### src/hw/duc_cfg_pkg.sv
// ---------------------------------------------------------------------
// Settings-bus register map and configuration types of the TX DUC.
// Shared by the settings block, the top level and the testbench.
// Offsets are relative to the BASE parameter of the top level.
// ---------------------------------------------------------------------
package duc_cfg_pkg;

   // Register offsets on the settings bus
   localparam logic [7:0] ADDR_PHASE_INC = 8'd0;
   localparam logic [7:0] ADDR_SCALE     = 8'd1;
   localparam logic [7:0] ADDR_RATE      = 8'd2;

   // Rate register layout
   typedef struct packed {
      logic [28:0] reserved;
      logic [2:0]  rate_log2;   // Interpolation is 2**rate_log2
   } rate_ctrl_t;

   // One settings data word, seen raw or as the rate register
   typedef union packed {
      logic [31:0] raw;
      rate_ctrl_t  rate;
   } set_word_u;

   // Live configuration handed to the datapath blocks
   typedef struct packed {
      logic [31:0]        phase_inc;   // NCO step per clock
      logic signed [17:0] scale;       // 4096 is unity gain
      logic [2:0]         rate_log2;
   } duc_cfg_t;

endpackage

### src/hw/duc_settings.sv
// ---------------------------------------------------------------------
// Settings-bus decoder for the TX DUC.
// Holds phase increment, scale and rate. A write lands on the edge
// that samples set_stb_i; a rate write also pulses rate_change_o.
// ---------------------------------------------------------------------
`timescale 1ns/1ps

module duc_settings #(
   parameter int unsigned BASE = 0
) (
   input  logic                   clk,
   input  logic                   rst,
   input  logic                   set_stb_i,
   input  logic [7:0]             set_addr_i,
   input  logic [31:0]            set_data_i,
   output duc_cfg_pkg::duc_cfg_t  cfg_o,
   output logic                   rate_change_o
);
   import duc_cfg_pkg::*;

   localparam logic signed [17:0] SCALE_UNITY = 18'sd4096;

   set_word_u set_word;
   logic      hit_phase;
   logic      hit_scale;
   logic      hit_rate;

   assign set_word = set_data_i;

   // Address match against the block base
   assign hit_phase = set_stb_i && (set_addr_i == 8'(BASE + ADDR_PHASE_INC));
   assign hit_scale = set_stb_i && (set_addr_i == 8'(BASE + ADDR_SCALE));
   assign hit_rate  = set_stb_i && (set_addr_i == 8'(BASE + ADDR_RATE));

   always_ff @(posedge clk) begin
      if (rst) begin
         cfg_o.phase_inc <= '0;
         cfg_o.scale     <= SCALE_UNITY;
         cfg_o.rate_log2 <= '0;
         rate_change_o   <= 1'b0;
      end else begin
         if (hit_phase) begin
            cfg_o.phase_inc <= set_word.raw;
         end
         if (hit_scale) begin
            cfg_o.scale <= signed'(set_word.raw[17:0]);  // Low 18 bits only
         end
         if (hit_rate) begin
            cfg_o.rate_log2 <= set_word.rate.rate_log2;
         end
         // Pulse lines up with the new rate value
         rate_change_o <= hit_rate;
      end
   end

endmodule

### config.mk
export PLATFORM = sky130hd
export DESIGN_NAME = duc_settings
export DESIGN_NICKNAME = d
export VERILOG_FILES = /design/src/hw/duc_cfg_pkg.sv /design/src/hw/duc_settings.sv
export SDC_FILE = /design/constraint.sdc
export NUM_CORES = 1
export LEC_CHECK = 0
export BUFFER_PORTS_ARGS = -buffer_cell sky130_fd_sc_hd__buf_2
export CAP_MARGIN = 20
export CORE_ASPECT_RATIO = 0.9
export CORE_MARGIN = 2
export CORE_UTILIZATION = 47
export DETAILED_ROUTE_END_ITERATION = 7
export PLACE_DENSITY = 0.82
export SLEW_MARGIN = 20
export SYNTH_ARGS = -nofsm -noshare
export SYNTH_HDL_FRONTEND = slang
export SYNTH_SLANG_ARGS = --single-unit
### constraint.sdc
create_clock -name clk -period 1.2 [get_ports clk]
set_input_delay 0.06 -clock clk [delete_from_list [all_inputs] [get_ports clk]]
set_output_delay 0.06 -clock clk [all_outputs]
set_load 0.1 [all_outputs]
Word level (Yosys, flattened, before mapping)

Cells that the tools add are included.

Input bits: 43
Register bits after elaboration: 54
Output and inout port bits: 54

Reductions and logical operators: 4
Eq/ne operators: 2

Operator list:

| cell                                                            | number |
|---|---|
| 8-bit by 1-bit == test with 1-bit output, second input constant | 1 |
| 8-bit by 2-bit == test with 1-bit output, second input constant | 1 |
| 8-bit zero test                                                 | 1 |
| 1-bit logical AND                                               | 3 |

Logic depth before layout (Yosys ltp)

Depth in word-level cells: 2
Gate-level depth with buffers: 5
Mapped depth without buffers: 3

Worst setup path before layout

OpenSTA, ideal clock, no wires.

Kind: reg-to-reg
From: register, netlist name cfg_o[15]
To: register cfg_o[15] (netlist bit)
Arrival: 1.166 ns
Stages on the path, launching flop included: 3
Library setup time: 0.072 ns
Path slack: -0.038 ns
Cells stage by stage: dfxtp_1 > nor2_1 > mux2i_1

RTL lines:

| what          | line               | source |
|---|---|---|
| end, declared | duc_settings.sv:16 | `output duc_cfg_pkg::duc_cfg_t cfg_o,` |

Worst setup path after layout

From: register cfg_o[4] (netlist bit)
To: output port cfg_o[4] (netlist bit)

No word-level cell between the ends.

==> flow_summary.toml <==
[detailed_routing]
vias = 1742
first_iter_violations = 44
firstDrtPassIters = 4
avgViaCountPerCell = 4.65
wl_um = 4670
ant_nets = 0
drc_errors = 0
avgRoutedWirePerCell_um = 12.4

[timing]
slew-limit-headroom = 0.669
fmax_mhz = 884
drv_slew = 0
timing.final.ws_setup_ps = 68.7
fin_setup_tns_ps = 0
rsz0062_at_grt = "no"
timing_hold_violations_final = 0
finalSetupViolCount = 0
fin_worst_skew_ps = 0
tightest_slew_ps = 501
min_period_over_period = 0.943
post-route-min-period_ps = 1130

[floorplan]
start_util = 0.485
dieArea_um2 = 5570
row_count = 24
die_x_um = 78.4
core_um2 = 4830
io_pins = 97
die_y_um = 71.0

[clock_network]
cts.hold.buffers_added = 0
cts_made_buffers = 5
clockRootBuffer = "clkbuf_8"
cts_buffer_depth = 2
clock_latency_ps = 290
post-cts-setup-buffer-count = 0
cts_tree = "yes"
post_cts_resize_count = 0
cts.clk_slew.worst_paths_ps = 90
cts_max_level = 2
clock-sinks = 54

[layout]
final_nets = 352
layout.cells.non_filler = 375
fillerInstances = 411
multiInputGateArea_um2 = 1130
diodes = 0
regArea_um2 = 1150
area_growth_pct = 29.8
drive_above_1_share = 0.529

[critical_path]
worstSetupPathType = "register to primary output"
startpoint_type = "register"
endpoint_kind = "primary output"
reg2reg_slack_ps = 600
cp_num_buf_inv = 1
crit_fanout = 2
critical-path-slowest-cell = "buf_2"
arrival_ps = 1070
cp_slowest_stage_delay_ps = 430
crit_chain = "buf_2"
path_delay_family = "buffers and inverters"
required_ps = 1140

[place]
dp.cells = 366
place_ws_ps = -136
globalplace.congestion = 0.693
dpl.hpwl_um = 3340
port_buffers = 96

[synth]
synth-seq-cells = 54
synthTopCellsByArea = "dfxtp_1 46%, mux2i_1 23%, nand2b_1 22%, buf_12 3.4%, clkbuf_1 1.4%"
syn_area_um2 = 2340
synth_top_area_share = 0.461
synth_cells = 215
yosysTopAreaCell = "dfxtp_1"
yosys.cell_types.count = 13
synth_nets = 258
seq_area_frac_synth = 0.461
synth.avg_cell_area_um2 = 10.9
yosys_warnings = 0

[global_routing]
antenna_found_initial = 0
grt.met3_usage = 0.0536
grt-busiest-layer = "met2"
grt_pass1_wl_um = 8250
gr-usage-met1 = 0.208
gr-total-overflow = 0
gr-usage-all-layers = 0.184
use_met2 = 0.339
grt_pass1_vias = 1875
grt_max_degree = 88

[job]
maxCapViolations = 0

[pwr]
peakVddDrop_mv = 0.640
leakage_nw = 1.45
powerDensity_nw_per_um2 = 1000

[status]
status = "finished clean"

[min_path]
hp-class = "primary input to register"
-- layer usage --
metal,vias up,wire length [um]
met5,-,0
met3,5,318
met2,51,2210
met1,794,2090
met4,0,46
li1,892,-
-- placed cells by master, fill, tap and decap left out --
| cell type | Yosys | routed |
|---|---|---|
| nor2_1 | 3 | 3 |
| nand4b_1 | 1 | 1 |
| and4b_2 | 0 | 1 |
| dfxtp_1 | 54 | 1 |
| clkbuf_8 | 0 | 6 |
| dfxtp_2 | 0 | 53 |
| nor4_4 | 1 | 1 |
| mux2i_1 | 53 | 53 |
| clkinvlp_4 | 0 | 1 |
| nand2b_1 | 84 | 84 |
| nor3b_1 | 1 | 1 |
| nand4_1 | 1 | 1 |
| buf_2 | 0 | 96 |
| dlygate4sd3_1 | 0 | 1 |
| nor3_1 | 1 | 1 |
| clkinv_2 | 0 | 1 |
| buf_12 | 4 | 5 |
-- through the flow --
step           utilization  power, mW  cell area [um^2]  hold WS [ps]
2_1_floorplan            -       1.96              2410           208
3_3_place_gp         0.607       2.05              2940           319
3_5_place_dp         0.607       2.06              2940           328
4_1_cts              0.627       3.09              3030          4.48
5_1_grt              0.629       3.19              3040          2.64
6_report             0.629       3.04              3040          11.3
-- sequential cells by signal, summed over array words and instances, names as in the netlist --
name           count
cfg_o             53
rate_change_o      1
-- worst paths after layout --
path                  startpoint  cells past startpoint        end
setup reg to reg       cfg_o[39]                      2  cfg_o[39]
hold / removal    set_data_i[22]                      3  cfg_o[43]
hold reg to reg        cfg_o[41]                      2  cfg_o[41]
setup / recovery        cfg_o[4]                      1   cfg_o[4]
-- worst min-delay path: stages --
cell,delay [ps]
buf_2,100
nand2b_1,60
mux2i_1,60
-- final cells by class --
| type | instances | share of cell area |
|---|---|---|
| clock buffer | 6 | 0.0271 |
| clock inverter | 2 | 0.00411 |
| multi-input combinational | 146 | 0.371 |
| sequential | 54 | 0.377 |
| tap | 65 | 0.0267 |
| timing repair buffer | 102 | 0.194 |
-- synth_stat cells, drive strengths merged --
library cell	count
buf	6
mux2i	53
nor4	1
clkbuf	9
nand4	1
nand2b	84
nand4b	1
nor3b	1
dfxtp	54
nor3	1
and4b	1
nor2	3
-- logic make-up (layout without fill, tap and decap cells) --
group | Yosys count | after routing | synth area share
buf+inv | 15 | 110 | 0.0582
simple gates | 93 | 93 | 0.254
flops | 54 | 54 | 0.461
mux | 53 | 53 | 0.226
-- report_power, final --
group          total, mW  switching [mW]  leakage, nW  internal, mW
registers           1.79         0.00108        0.461          1.79
clock network       1.03           0.563       0.0472         0.465
logic              0.221           0.101        0.942         0.120
No activity file was read; power rests on OpenSTA's default activity.
