===== config.mk =====
export PLATFORM = sky130hd
export DESIGN_NAME = duc_nco
export DESIGN_NICKNAME = d
export VERILOG_FILES = /design/src/hw/duc_dsp_pkg.sv /design/src/hw/duc_nco.sv
export SDC_FILE = /design/constraint.sdc
export NUM_CORES = 1
export LEC_CHECK = 0
export BUFFER_PORTS_ARGS = -buffer_cell sky130_fd_sc_hd__buf_4
export CORE_ASPECT_RATIO = 2
export CORE_MARGIN = 4
export CORE_UTILIZATION = 45
export CTS_BUF_LIST = sky130_fd_sc_hd__clkbuf_8
export DETAILED_ROUTE_END_ITERATION = 10
export SKIP_CTS_REPAIR_TIMING = 1
export SLEW_MARGIN = 0
export SYNTH_ARGS = -nofsm -noshare
export SYNTH_HDL_FRONTEND = slang
export SYNTH_SLANG_ARGS = --single-unit

===== constraint.sdc =====
create_clock -name clk -period 5.1 [get_ports clk]
set_input_delay 0.51 -clock clk [delete_from_list [all_inputs] [get_ports clk]]
set_output_delay 0.51 -clock clk [all_outputs]
set_load 0.05 [all_outputs]

===== src/hw/duc_dsp_pkg.sv =====
// ---------------------------------------------------------------------
// Sample widths and sample types of the TX DUC datapath.
// Baseband words come in at 16 bits, the CIC runs at 18 bits and the
// frontend takes 24 bits. The sine table is 16 bits, full scale 32767.
// ---------------------------------------------------------------------
package duc_dsp_pkg;

   localparam int BB_W   = 16;  // Baseband sample width
   localparam int IQ_W   = 18;  // Interpolated sample width
   localparam int FE_W   = 24;  // Frontend width
   localparam int TRIG_W = 16;  // Sine table amplitude

   // Baseband sample word, I in the upper half
   typedef struct packed {
      logic signed [BB_W-1:0] i;
      logic signed [BB_W-1:0] q;
   } bb_sample_t;

   // Interpolated sample, one per clock
   typedef struct packed {
      logic signed [IQ_W-1:0] i;
      logic signed [IQ_W-1:0] q;
   } iq_t;

   // Oscillator output pair
   typedef struct packed {
      logic signed [TRIG_W-1:0] cos;
      logic signed [TRIG_W-1:0] sin;
   } trig_t;

   // Frontend sample
   typedef struct packed {
      logic signed [FE_W-1:0] i;
      logic signed [FE_W-1:0] q;
   } fe_sample_t;

endpackage


===== src/hw/duc_nco.sv =====
// ---------------------------------------------------------------------
// Numerically controlled oscillator for the TX DUC.
// A 32-bit phase accumulator drives a quarter-wave sine table.
// trig_o follows its phase by one clock, two after the accumulate.
// ---------------------------------------------------------------------
`timescale 1ns/1ps

module duc_nco (
   input  logic                clk,
   input  logic                rst,
   input  logic                run_i,
   input  logic [31:0]         phase_inc_i,
   output duc_dsp_pkg::trig_t  trig_o
);
   import duc_dsp_pkg::*;

   typedef logic [TRIG_W-1:0] rom_t [256];

   // Entry 0 is exactly 0, entry 255 exactly full scale
   function automatic rom_t make_rom();
      rom_t rom;
      real  ang;
      for (int n = 0; n < 256; n++) begin
         ang    = 1.5707963267948966 * n / 255.0;
         rom[n] = TRIG_W'($rtoi(32767.0 * $sin(ang) + 0.5));
      end
      return rom;
   endfunction

   localparam rom_t SINE_ROM = make_rom();

   logic [31:0]              phase;
   logic [1:0]               quad;
   logic [7:0]               idx;
   logic signed [TRIG_W-1:0] t_fwd;
   logic signed [TRIG_W-1:0] t_rev;
   trig_t                    trig_next;

   always_ff @(posedge clk) begin
      if (rst || !run_i) begin
         phase <= '0;
      end else begin
         phase <= phase + phase_inc_i;
      end
   end

   always_comb begin
      quad  = phase[31:30];
      idx   = phase[29:22];
      t_fwd = signed'(SINE_ROM[idx]);
      t_rev = signed'(SINE_ROM[8'd255 - idx]);  // Mirrored, gives the cosine
      case (quad)
         2'd0: begin
            trig_next.cos = t_rev;
            trig_next.sin = t_fwd;
         end
         2'd1: begin
            trig_next.cos = -t_fwd;
            trig_next.sin = t_rev;
         end
         2'd2: begin
            trig_next.cos = -t_rev;
            trig_next.sin = -t_fwd;
         end
         default: begin
            trig_next.cos = t_fwd;
            trig_next.sin = -t_rev;
         end
      endcase
   end

   always_ff @(posedge clk) begin
      trig_o <= trig_next;  // Table stage
   end

endmodule


==> metrics, run 1 <==
status=stopped before the end; Failed at=global routing; Err=[ERROR GRT-0116] Global routing finished with congestion. Check the congestion regions in the DRC Viewer.; Placed Area=0.0141 mm2; Seq/Total Area, Yosys=9.80%; CTS Buffer Depth=2; Cell variety after synth=114; Post-DP HPWL=67.0 mm; GRT Overall Usage=61.1%; first-pass GRT wire length=144 mm; top cell type by total area after synthesis=dfxtp_1; port bufs=66; vias in the first global route=18,900; pin count of the biggest net entering global routing=76; Synth Flop Type=dfxtp_1; GPL Wtd Cong=1.23; clock sinks=64; top post-synthesis cells by area=dfxtp_1 9.8%, ha_1 6.8%, a21oi_1 5.5%; asr flop ratio synth=0%; Placement Rows=88; Die X=128 um; Syn Inst Count=1,824; Yosys top cell area share=9.80%; Yosys warnings=0; Post-synth EDFFs=0; Overflow after GRT=24; Die Y=249 um; I/O Pins=67; clk root buf=clkbuf_8; Synth Area per Inst=7.16 um2; Mapped Nets=1,931; mapped cell area=0.0131 mm2; Num CTS Buffers=9; # H-tree levels=3; Synth Register Bits=64; Starting Density=45.5%
cells in the mapped netlist (all sizes together) (33+ instances only):
cell type and n:
a311oi 35, ha 71, a31oi 40, a211oi 50, o21ai 140, nor2b 41
nor2 155, clkbuf 66, nand2b 50, nand3 52, dfxtp 64, buf 139
o311ai 33, nand2 120, nor3 86, inv 34, o211ai 40, a21oi 144
per-layer routing:
layer	track usage (%)	overflow
met1	59.4	0
met2	82.0	9
met3	39.5	0
met4	63.1	15
met5	7.00	0
cell families after synthesis:
| group | count (synthesis) | share of synthesized area, % |
|---|---|---|
| AO/OA/AOI/OAI | 719 | 39.0 |
| XOR/XNOR | 30 | 2.07 |
| adder cells (fa/ha/maj) | 72 | 6.95 |
| buffers and inverters | 239 | 10.5 |
| flip-flops | 64 | 9.80 |
| multiplexers | 50 | 5.65 |
| AND/OR/NAND/NOR | 650 | 26.0 |
per-stage QoR:
step | setup WS, ns | cells
after floorplan | 0.0634 | 1824
after global placement | 0.482 | 2212
after detailed placement | 0.424 | 2212
after CTS | 0.397 | 2228
==> inputs of run 2 (changes only) <==
- CORE_ASPECT_RATIO: 2 -> not set
- CORE_UTILIZATION: 45 -> 30
- CTS_BUF_LIST: sky130_fd_sc_hd__clkbuf_8 -> not set
- PLACE_DENSITY_LB_ADDON: not set -> 0.15
- clock period: 5.1 -> 6.6 ns (I/O delays scaled with it)
==> run 2 against run 1 <==
The flow now finishes without violations. Area after synthesis unchanged. Synthesized cell count unchanged.
==> metrics, run 2 <==
Max Freq=179 MHz; drt drc=0; post-placement cell count=2,351 (+6.3%); core area=0.0431 mm2; CTS tree=yes; Startpoint Class=flip-flop; Design Area, Final=0.0140 mm2; status=completed; port bufs=66 (unchanged); clk root buf=clkbuf_16; Max-Slew Margin vs Limit=14.9%; clock sinks=64 (unchanged); Yosys top cell area share=9.80% (unchanged); fin util=32.5%; Tcrit/Tclk final=84.6%; Bufs and invs on worst path=2; worst skew pair latency=0.38 ns; sequential cell area=0.00130 mm2; asr flop ratio synth=0% (unchanged); wire length on met1=34.3 mm; Layout Area Growth over Synthesis=7.08%; Slowest cell on crit path=nor3_1; CP endpoint kind=flip-flop; met2 wire len=34.1 mm; Hold Crit Depth=2; RSZ-0062 raised after global routing=false; max_cap viols=0; CTS Buffer Depth=2 (unchanged); Fill cells=4,726; footprint of the multi-input gates=0.0104 mm2; final max-slew violation count=0; Avg WL per Cell=36.0 um; Comb power frac=70.1%; Clock Pin Slew Worst Setup and Hold Paths=0.06 ns; Worst Tran Pin Value=1.28 ns; share of layout cells above drive strength 1=15.1%; Worst Path Required=6.91 ns; DRT antenna net count=0; met3 routed WL=10.5 mm; Post-synth EDFFs=0 (unchanged); most common cell after layout, fill and taps aside=nor2_1; most frequent cells in the layout=154 x nor2_1, 146 x buf_4, 143 x a21oi_1; Non-Filler Instances=2,369; vias in the first global route=15,500; kind of critical path=flip-flop to flip-flop; Overflow after GRT=0; Die Y=217 um (-13%); 1st-pass router iterations=6; top cell type by total area after synthesis=dfxtp_1; Starting Density=30.3% (-15 points); Num CTS Buffers=9 (unchanged); pin count of the biggest net entering global routing=75; Final setup viols=0; cell with the most instances after synthesis=nor2_1; routed vias=16,600; Mapped Nets=1,931 (unchanged); setup_tns=0 ns; Die X=217 um (+69%); Seq pwr share=15.7%; Stages on worst setup path=12; Post-DP HPWL=61.0 mm (-9.0%); Detailed Route Iter0 Violations=2,636; pwr dens=251 mW/mm2; first-pass GRT wire length=119 mm; # H-tree levels=3 (unchanged); LEAKAGE=5.00 nW; Final Hold Vio Count=0; GRT Overall Usage=34.8%; highest metal layer with signal wires=met5; crit-path max cell delay=0.74 ns; Post-synth top cells=154 x nor2_1, 143 x a21oi_1, 117 x nand2_1; WL final=85.4 mm; hold crit path type=flip-flop to flip-flop; initial antenna violation count=2; Vias/cell=7.00; top flop regs=phase (32), trig_o (32); Placement Rows=76 (-14%); Worst path top cell family by delay=simple AND/OR/NAND/NOR gates; Seq/Total Area, Yosys=9.80% (unchanged); die footprint=0.0470 mm2; Psw=0.00200 W; VDD IR-drop max=171 uV; Register-to-Register Path Depth=12; Synth Flop Type=dfxtp_1; GPL Wtd Cong=1.07 (-13%); Synth Area per Inst=7.16 um2 (unchanged); Placed Area=0.0137 mm2 (-3.0%); nets@finish=1,884; Synth Register Bits=64 (unchanged); Cell variety after synth=114 (unchanged); clock share of power=14.2%; CP arrival=5.89 ns; mapped cell area=0.0131 mm2 (unchanged); top post-synthesis cells by area=dfxtp_1 9.8%, ha_1 6.8%, a21oi_1 5.5%; I/O Pins=67 (unchanged); CP Max Fanout=45; fin crit period=5.59 ns; Syn Inst Count=1,824 (unchanged); Int Power=0.00152 W; Yosys warnings=0 (unchanged); clock skew=0.00966 ns; switching share of power=56.9%; CP Cell Sequence=inv_2 > ha_1 > buf_4 > nor3_1 > a211oi_1 > o21ai_0 > a41oi_1 > nor4b_4 > nand2_2 > o31ai_2 > mux4_2 > and3_1
run 2: cell counts after synthesis:
Identical to the previous run, type by type.
run 2: worst register-to-register path: cells and delay by family, from the launching register on:
family,cells,cell delay (ns)
buf+inv,2,0.78
mux,1,0.27
flops,1,0.71
simple gates,4,1.77
compound gates,4,1.44
fa+ha+maj,1,0.55
run 2: worst paths after layout:
kind,slack (ns),to,from
setup / recovery,1.01,trig_o[29],phase[24]
hold / removal,0.54,phase[0],phase[0]
setup reg to reg,1.01,trig_o[29],phase[24]
hold reg to reg,0.54,phase[0],phase[0]
run 2: kinds of logic after synthesis:
kind of cell    share of synthesized area, %
compound gates                          39.0
xor+xnor                                2.07
fa+ha+maj                               6.95
buf+inv                                 10.5
flops                                   9.80
mux                                     5.65
simple gates                            26.0
run 2: through the flow:
| stage | hold slack, ns | total power, W | setup WS (ns) |
|---|---|---|---|
| floorplan | 0.516 | 0.00211 | 1.56 |
| global placement | 0.530 | 0.00296 | 1.26 |
| detailed placement | 0.533 | 0.00292 | 1.33 |
| CTS | 0.548 | 0.00345 | 1.30 |
| global route | 0.568 | 0.00364 | 0.943 |
| finish | 0.542 | 0.00352 | 1.01 |
run 2: cell type report:
type	count	area share, %
diodes	2	0.0358
clock buffers	9	1.61
clock inverters	7	0.519
inverters	34	0.912
multi-input cells	1521	74.4
flip-flops and latches	64	9.29
well taps	585	5.23
repair buffers	147	7.98
run 2: per-layer routing:
| layer | global-route usage, % | up-vias |
|---|---|---|
| met3 | 11.8 | 331 |
| met4 | 21.7 | 2 |
| met5 | 0 | - |
| met1 | 45.8 | 8066 |
| li1 | - | 6904 |
| met2 | 48.6 | 1281 |
run 2: power groups by stage:
stage	Clock [W]	Sequential [W]	Combinational [W]
after global placement	0	0.000561	0.00240
after detailed placement	0	0.000558	0.00237
after CTS	0.000522	0.000551	0.00237
after global routing	0.000535	0.000563	0.00254
final	0.000499	0.000554	0.00246
after floorplan	0	0.000776	0.00133
Power figures use the tool's default switching activity.
