$ cat src/hw/duc_dsp_pkg.sv
// ---------------------------------------------------------------------
// Sample widths and sample types of the TX DUC datapath.
// Baseband words come in at 16 bits, the CIC runs at 18 bits and the
// frontend takes 24 bits. The sine table is 16 bits, full scale 32767.
// ---------------------------------------------------------------------
package duc_dsp_pkg;

   localparam int BB_W   = 16;  // Baseband sample width
   localparam int IQ_W   = 18;  // Interpolated sample width
   localparam int FE_W   = 24;  // Frontend width
   localparam int TRIG_W = 16;  // Sine table amplitude

   // Baseband sample word, I in the upper half
   typedef struct packed {
      logic signed [BB_W-1:0] i;
      logic signed [BB_W-1:0] q;
   } bb_sample_t;

   // Interpolated sample, one per clock
   typedef struct packed {
      logic signed [IQ_W-1:0] i;
      logic signed [IQ_W-1:0] q;
   } iq_t;

   // Oscillator output pair
   typedef struct packed {
      logic signed [TRIG_W-1:0] cos;
      logic signed [TRIG_W-1:0] sin;
   } trig_t;

   // Frontend sample
   typedef struct packed {
      logic signed [FE_W-1:0] i;
      logic signed [FE_W-1:0] q;
   } fe_sample_t;

endpackage

$ cat src/hw/duc_interp.sv
// ---------------------------------------------------------------------
// Sample strober and CIC interpolator for I and Q.
// Pulls one baseband sample every 2**rate_log2 clocks and delivers
// one 18-bit sample per clock, with the CIC gain shifted out.
// Latency from a taken sample to interp_o is CIC_STAGES + 1 clocks.
// ---------------------------------------------------------------------
`timescale 1ns/1ps

module duc_interp #(
   parameter int CIC_STAGES = 4
) (
   input  logic                     clk,
   input  logic                     rst,
   input  logic                     run_i,
   input  logic                     rate_change_i,
   input  logic [2:0]               rate_log2_i,
   input  duc_dsp_pkg::bb_sample_t  sample_i,
   output logic                     strobe_o,
   output duc_dsp_pkg::iq_t         interp_o
);
   import duc_dsp_pkg::*;

   localparam int MAX_LOG2 = 7;
   // Growth is (N-1)*log2(R) at the output, plus some headroom
   localparam int ACC_W = IQ_W + CIC_STAGES + (CIC_STAGES - 1) * MAX_LOG2;

   logic [MAX_LOG2-1:0]     cnt;
   logic [MAX_LOG2-1:0]     cnt_max;
   logic                    clear;
   logic [5:0]              shamt;
   logic signed [ACC_W-1:0] x_in    [2];
   logic signed [ACC_W-1:0] comb_s  [2][CIC_STAGES+1];
   logic signed [ACC_W-1:0] comb_d  [2][CIC_STAGES];
   logic signed [ACC_W-1:0] stuffed [2];
   logic signed [ACC_W-1:0] integ   [2][CIC_STAGES];
   logic signed [ACC_W-1:0] norm    [2];

   assign clear   = rst || !run_i || rate_change_i;
   assign cnt_max = ~({MAX_LOG2{1'b1}} << rate_log2_i);  // 2**rate_log2 - 1
   assign shamt   = 6'((CIC_STAGES - 1) * rate_log2_i);

   // Strobe counter, first pulse one clock after run rises
   always_ff @(posedge clk) begin
      if (clear) begin
         cnt      <= '0;
         strobe_o <= 1'b0;
      end else begin
         strobe_o <= (cnt == '0);
         cnt      <= (cnt == cnt_max) ? '0 : cnt + 1'b1;
      end
   end

   // Comb section on the held sample, then zero stuffing
   always_comb begin
      x_in[0] = {{(ACC_W-IQ_W){sample_i.i[BB_W-1]}}, sample_i.i, {(IQ_W-BB_W){1'b0}}};
      x_in[1] = {{(ACC_W-IQ_W){sample_i.q[BB_W-1]}}, sample_i.q, {(IQ_W-BB_W){1'b0}}};
      for (int ch = 0; ch < 2; ch++) begin
         comb_s[ch][0] = x_in[ch];
         for (int k = 0; k < CIC_STAGES; k++) begin
            comb_s[ch][k+1] = comb_s[ch][k] - comb_d[ch][k];
         end
         stuffed[ch] = strobe_o ? comb_s[ch][CIC_STAGES] : '0;
         // Gain removal, R**(N-1) is an exact shift
         norm[ch] = integ[ch][CIC_STAGES-1] >>> shamt;
      end
   end

   always_ff @(posedge clk) begin
      if (clear) begin
         for (int ch = 0; ch < 2; ch++) begin
            for (int k = 0; k < CIC_STAGES; k++) begin
               comb_d[ch][k] <= '0;
               integ[ch][k]  <= '0;
            end
         end
         interp_o <= '0;
      end else begin
         for (int ch = 0; ch < 2; ch++) begin
            if (strobe_o) begin
               for (int k = 0; k < CIC_STAGES; k++) begin
                  comb_d[ch][k] <= comb_s[ch][k];  // Comb delay, one per sample
               end
            end
            integ[ch][0] <= integ[ch][0] + stuffed[ch];
            for (int k = 1; k < CIC_STAGES; k++) begin
               integ[ch][k] <= integ[ch][k] + integ[ch][k-1];
            end
         end
         // Output register, the stage that lines up with the sine table
         interp_o.i <= norm[0][IQ_W-1:0];
         interp_o.q <= norm[1][IQ_W-1:0];
      end
   end

endmodule

$ cat config.mk
export PLATFORM = sky130hd
export DESIGN_NAME = duc_interp
export DESIGN_NICKNAME = d
export VERILOG_FILES = /design/src/hw/duc_dsp_pkg.sv /design/src/hw/duc_interp.sv
export SDC_FILE = /design/constraint.sdc
export NUM_CORES = 2
export LEC_CHECK = 0
export CAP_MARGIN = 5
export CORE_MARGIN = 2
export CORE_UTILIZATION = 45
export DETAILED_ROUTE_END_ITERATION = 16
export DONT_BUFFER_PORTS = 1
export GPL_TIMING_DRIVEN = 0
export PLACE_DENSITY = 0.71
export SLEW_MARGIN = 20
export SYNTH_ARGS = -nofsm -noshare
export SYNTH_HDL_FRONTEND = slang
export SYNTH_SLANG_ARGS = --single-unit
$ cat constraint.sdc
create_clock -name clk -period 15.7 [get_ports clk]
set_input_delay 3.925 -clock clk [delete_from_list [all_inputs] [get_ports clk]]
set_output_delay 3.925 -clock clk [all_outputs]
set_load 0.01 [all_outputs]
After elaboration in Yosys (flattened, before gate mapping)
Memory sizes are Yosys's and may differ from the RTL's. Index checks and enable logic that the tools add are counted.

Input bits: 39. Word-level logic and storage cells: 74. Flip-flop bits (word level): 44. Memories: 2. Memory bits (writable): 684. Output and inout port bits: 37.

Memory list: integ (words 2, bits a word 172, rd ports 2, clocked after Yosys merged registers in 0, wr ports 2, line duc_interp.sv:35) `logic signed [ACC_W-1:0] integ [2][CIC_STAGES];`; comb_d (words 2, bits a word 170, rd ports 2, clocked after Yosys merged registers in 0, wr ports 2, line duc_interp.sv:33) `logic signed [ACC_W-1:0] comb_d [2][CIC_STAGES];`.

Add/sub/neg operators: 17. Eq/ne operators: 1. Shift-type cells: 3. Multiply operators: 1. Bitwise gates (word level): 17. Multiplexer cells: 24. Reductions and logical operators: 5.

Operators by type and width (count): 43-bit two-way mux (16); 43-bit adder (8); 43-bit subtractor (6); 43-bit by 5-bit >>> shifter with 18-bit output (2); 18-bit by 43-bit subtractor with 43-bit output (2); 41-bit two-way mux (2); 1-bit bitwise OR (16); 7-bit by 1-bit adder with 7-bit output, second input constant (1); 7-bit equality test (1); 7-bit zero test (1); 7-bit inverter (1); 7-bit by 3-bit << shifter with 7-bit output, first input constant (1); 1-bit two-way mux (6); 2-bit by 3-bit multiplier with 5-bit output, first input constant (1); 1-bit logical OR (2); 2-bit OR reduction (1); 1-bit zero test (1).

Longest topological paths before layout
An unclocked memory read counts as a cell.

Word-level depth: 8. Mapped depth: 58. Gate-level depth less buffers: 58.

Least setup slack after synthesis
OpenSTA, ideal clock, no wires.

Path kind: input -> register. From: in sample_i[0] (netlist name). To: mem integ[1][171] (netlist name). Required time: 15.572 ns. Setup slack: 2.508 ns. Buffers on the path: 2. Setup time: 0.128 ns. Arrival time: 13.064 ns. Cell stages on the path: 52. Cell sequence: inv_1 -> ha_1 -> inv_1 -> fa_1 -> a211o_1 -> a2111oi_2 -> o311a_2 -> a21oi_2 -> and4_4 -> clkbuf_1 -> o31ai_1 -> nor2b_1 -> fa_1 -> inv_1 -> ha_1 -> a21oi_1 -> o21bai_1 -> a21oi_1 -> [... 16 more ...] -> nand2_1 -> or2_2 -> a2111oi_0 -> a211oi_1 -> a31oi_1 -> a21o_1 -> o41ai_1 -> o21ba_2 -> xor2_1 -> nor2_1 -> ha_1 -> clkbuf_1 -> nand3_1 -> o311ai_0 -> o211ai_1 -> xor2_1 -> xnor2_1 -> nor2_1.

RTL lines: from (decl) (line duc_interp.sv:17) `input duc_dsp_pkg::bb_sample_t sample_i,`; to (decl) (line duc_interp.sv:35).

==> flow_summary.json <==
{
  "synth_flop_cell": "dfxtp_1",
  "clock_path_buffers": 3,
  "io_pins": 76,
  "max_freq_mhz": 69.7,
  "syn_inst": 6107,
  "grt_pass1_wl_mm": 208,
  "fp.dieArea_sq_um": 121000,
  "critPathRequiredTime_ns": 16.22,
  "crit_fanout": 7,
  "gr-total-overflow": 0,
  "yosysWarnings": 0,
  "crit_type": "input port to flip-flop",
  "slowest_delay_ns": 0.50,
  "die_width_um": 347,
  "placeableCoreArea_sq_um": 117000,
  "cts_tree": "yes",
  "worstHoldStart": "cnt[0]",
  "utilization_pct": 49.6,
  "clk_pin_slew_ns": 0.06,
  "hpwl_mm": 102,
  "cpMostUsedCell": "a21oi_1",
  "status": "complete, no violations",
  "rows": 125,
  "cts_post_setup_buffers_inserted": 0,
  "setup_tns_ns": 0,
  "die_y_um": 347,
  "synth_most_common_cell": "nor2_1",
  "grt_pass1_vias": 40302,
  "worstSetupEndpointType": "flip-flop",
  "clk_latency_ns": 0.65,
  "start_util_pct": 45.5,
  "fin_crit_ns": 14.34,
  "drt-total-wl_mm": 128,
  "power_mw": 7.96,
  "layout_setup_ws_ns": 1.36,
  "synth_commonest_cells": "nor2_1 (690), ha_1 (599), a21oi_1 (543)",
  "crit_arrival_ns": 14.86,
  "synth.yosys.seq_area_share_pct": 29.8,
  "vias": 42535,
  "dr.pass1.iters": 6,
  "reg2reg_slack_ns": 4.21,
  "rr_endpoint": "integ[1][171]",
  "cp_slowest_cell": "a31oi_1",
  "syn_area_per_cell_sq_um": 8.68,
  "worst_r2r_path_depth": 55,
  "worstMarginPinSlew_ns": 1.06,
  "max_cap_viol_count": 0,
  "max-vdd-ir-drop_uv": 95.7,
  "numPortBuffers": 0,
  "cellPowerDensity_nw_per_um2": 138,
  "ctsHoldBuffers": 0,
  "yosysTopAreaCell": "edfxtp_1",
  "nets": 6856,
  "num_antenna_cells": 0,
  "finalMaxSlewViolations": 0,
  "reg2reg_from": "comb_d[1][130]",
  "relSlewSlack_pct": 29.7,
  "place_congestion": 0.921,
  "worst_setup_path_start_kind": "input port",
  "finalCritPeriodShare_pct": 91.3,
  "setup_viol": 0,
  "syn_area_sq_um": 53000,
  "pre_cts_slack_ns": 0.802,
  "synth_top_area_share_pct": 15.7,
  "root_buffer": "clkbuf_16",
  "drc": 0,
  "leakagePower_nw": 25.2,
  "grt_usage_pct": 20.8,
  "drt-initial-drc-count": 2674,
  "grt_start_max_net_pins": 61,
  "async_flop_share_pct": 0,
  "hold_end": "cnt[0]",
  "avgViaCountPerCell": 5.47,
  "antenna_found_initial": 1,
  "rsz0062_at_grt": "false",
  "ctsResizeCount": 0,
  "post_drt_wl_per_cell_um": 16.4,
  "clkSinkCount": 650,
  "synth_edf_count": 278,
  "hold_violations": 0,
  "hold_depth": 1,
  "cts_buffers": 79,
  "ant_nets": 0,
  "synth.top_cells.by_area": "edfxtp_1 (16%), ha_1 (14%), dfxtp_1 (14%)",
  "finClkSkew_ns": 0.0274,
  "drive_above_1_share_pct": 4.38,
  "ctsHtreeMaxLevel": 3,
  "area_growth_pct": 8.97,
  "synth_seq_cells": 650,
  "hold_class": "flip-flop to flip-flop",
  "synth_cell_types": 82
}
[registers in the layout, indices dropped and copies added (netlist names)]
name,cells
interp_o,36
comb_d,278
cnt,7
integ,328
strobe_o,1
[per-stage QoR]
stage	area [sq um]	std cells	hold WS (ns)
after floorplan	53000	6110	0.463
after global placement	54900	7634	0.494
after detailed placement	55100	7640	0.519
after CTS	57800	7783	0.534
after global routing	57800	7783	0.580
final	57800	7783	0.523
[how the worst max path moves through the flow]
stage                     slack [ns]              to         from
after floorplan                 2.51   integ[1][171]  sample_i[0]
after global placement         -1.33  comb_d[1][133]          rst
after detailed placement        0.80   integ[1][171]  sample_i[0]
after CTS                       1.49   integ[1][171]  sample_i[0]
after global routing            0.39   integ[1][171]  sample_i[1]
final                           1.36   integ[1][171]  sample_i[1]
[area by class of cell]
cell class	count	area, sq um
Buffer	175	667
Clock buffer	101	2210
Clock inverter	42	460
Fill cell	10897	58700
Inverter	437	1640
Multi-Input combinational cell	4848	35000
Sequential cell	650	15800
Tap cell	1524	1910
Timing Repair Buffer	6	138
[power by group]
group          switching, mW  leakage [nW]  internal, mW
Sequential            0.0234          6.26          1.81
Clock                  0.751          1.30          1.13
Combinational           2.43          17.7          1.81
Total                   3.21          25.2          4.75
[worst max-delay path: cells and delay by family]
kind	cells	cell delay, ns
xor+xnor	5	0.76
simple gates	11	1.50
compound gates	30	6.31
fa+ha+maj	6	2.01
buf+inv	2	0.35
[layer usage]
metal / global-route usage [%] / wire length [um] / up-vias
li1: - / - / 22128
met1: 28.7 / 62500 / 19330
met2: 33.8 / 56400 / 883
met3: 2.43 / 4920 / 194
met4: 6.71 / 4100 / 0
met5: 0 / 0 / -
[cells in the final DEF (no fill, tap or decap), types with 15 or more instances in the layout]
cell type	instances
o31a_1	18
a21boi_0	20
nor2b_1	95
edfxtp_1	278
clkbuf_16	82
nor3b_1	27
xnor2_1	283
nor2_1	690
xor2_1	229
o21bai_1	82
nand2_1	297
nand3_1	83
a31oi_1	57
and2_1	242
o21ai_0	282
ha_1	599
mux2i_1	86
a21o_1	336
clkinv_2	15
a21oi_1	543
a211oi_1	75
dfxtp_1	372
nand4_1	48
o21a_1	77
o211ai_1	28
clkbuf_1	163
inv_1	436
nand2b_1	84
mux4_2	69
mux2_2	20
fa_1	21
o31ai_1	25
nor3_1	96
or3_1	26
and3_1	96
o41ai_1	16
[cell families (layout without fill, tap and decap cells)]
group	after synthesis	after routing	synth area share (%)
xor gates and xnor gates	514	514	8.54
DFF	650	650	29.8
other	1	4	0.00707
AOI/OAI and AO/OA	1698	1698	20.6
buffers and inverters	612	761	4.34
adders and majority gates	620	620	14.9
and+or+nand+nor	1837	1837	16.8
muxes	175	175	4.98
Note: power is estimated with default switching activity, not from simulation.
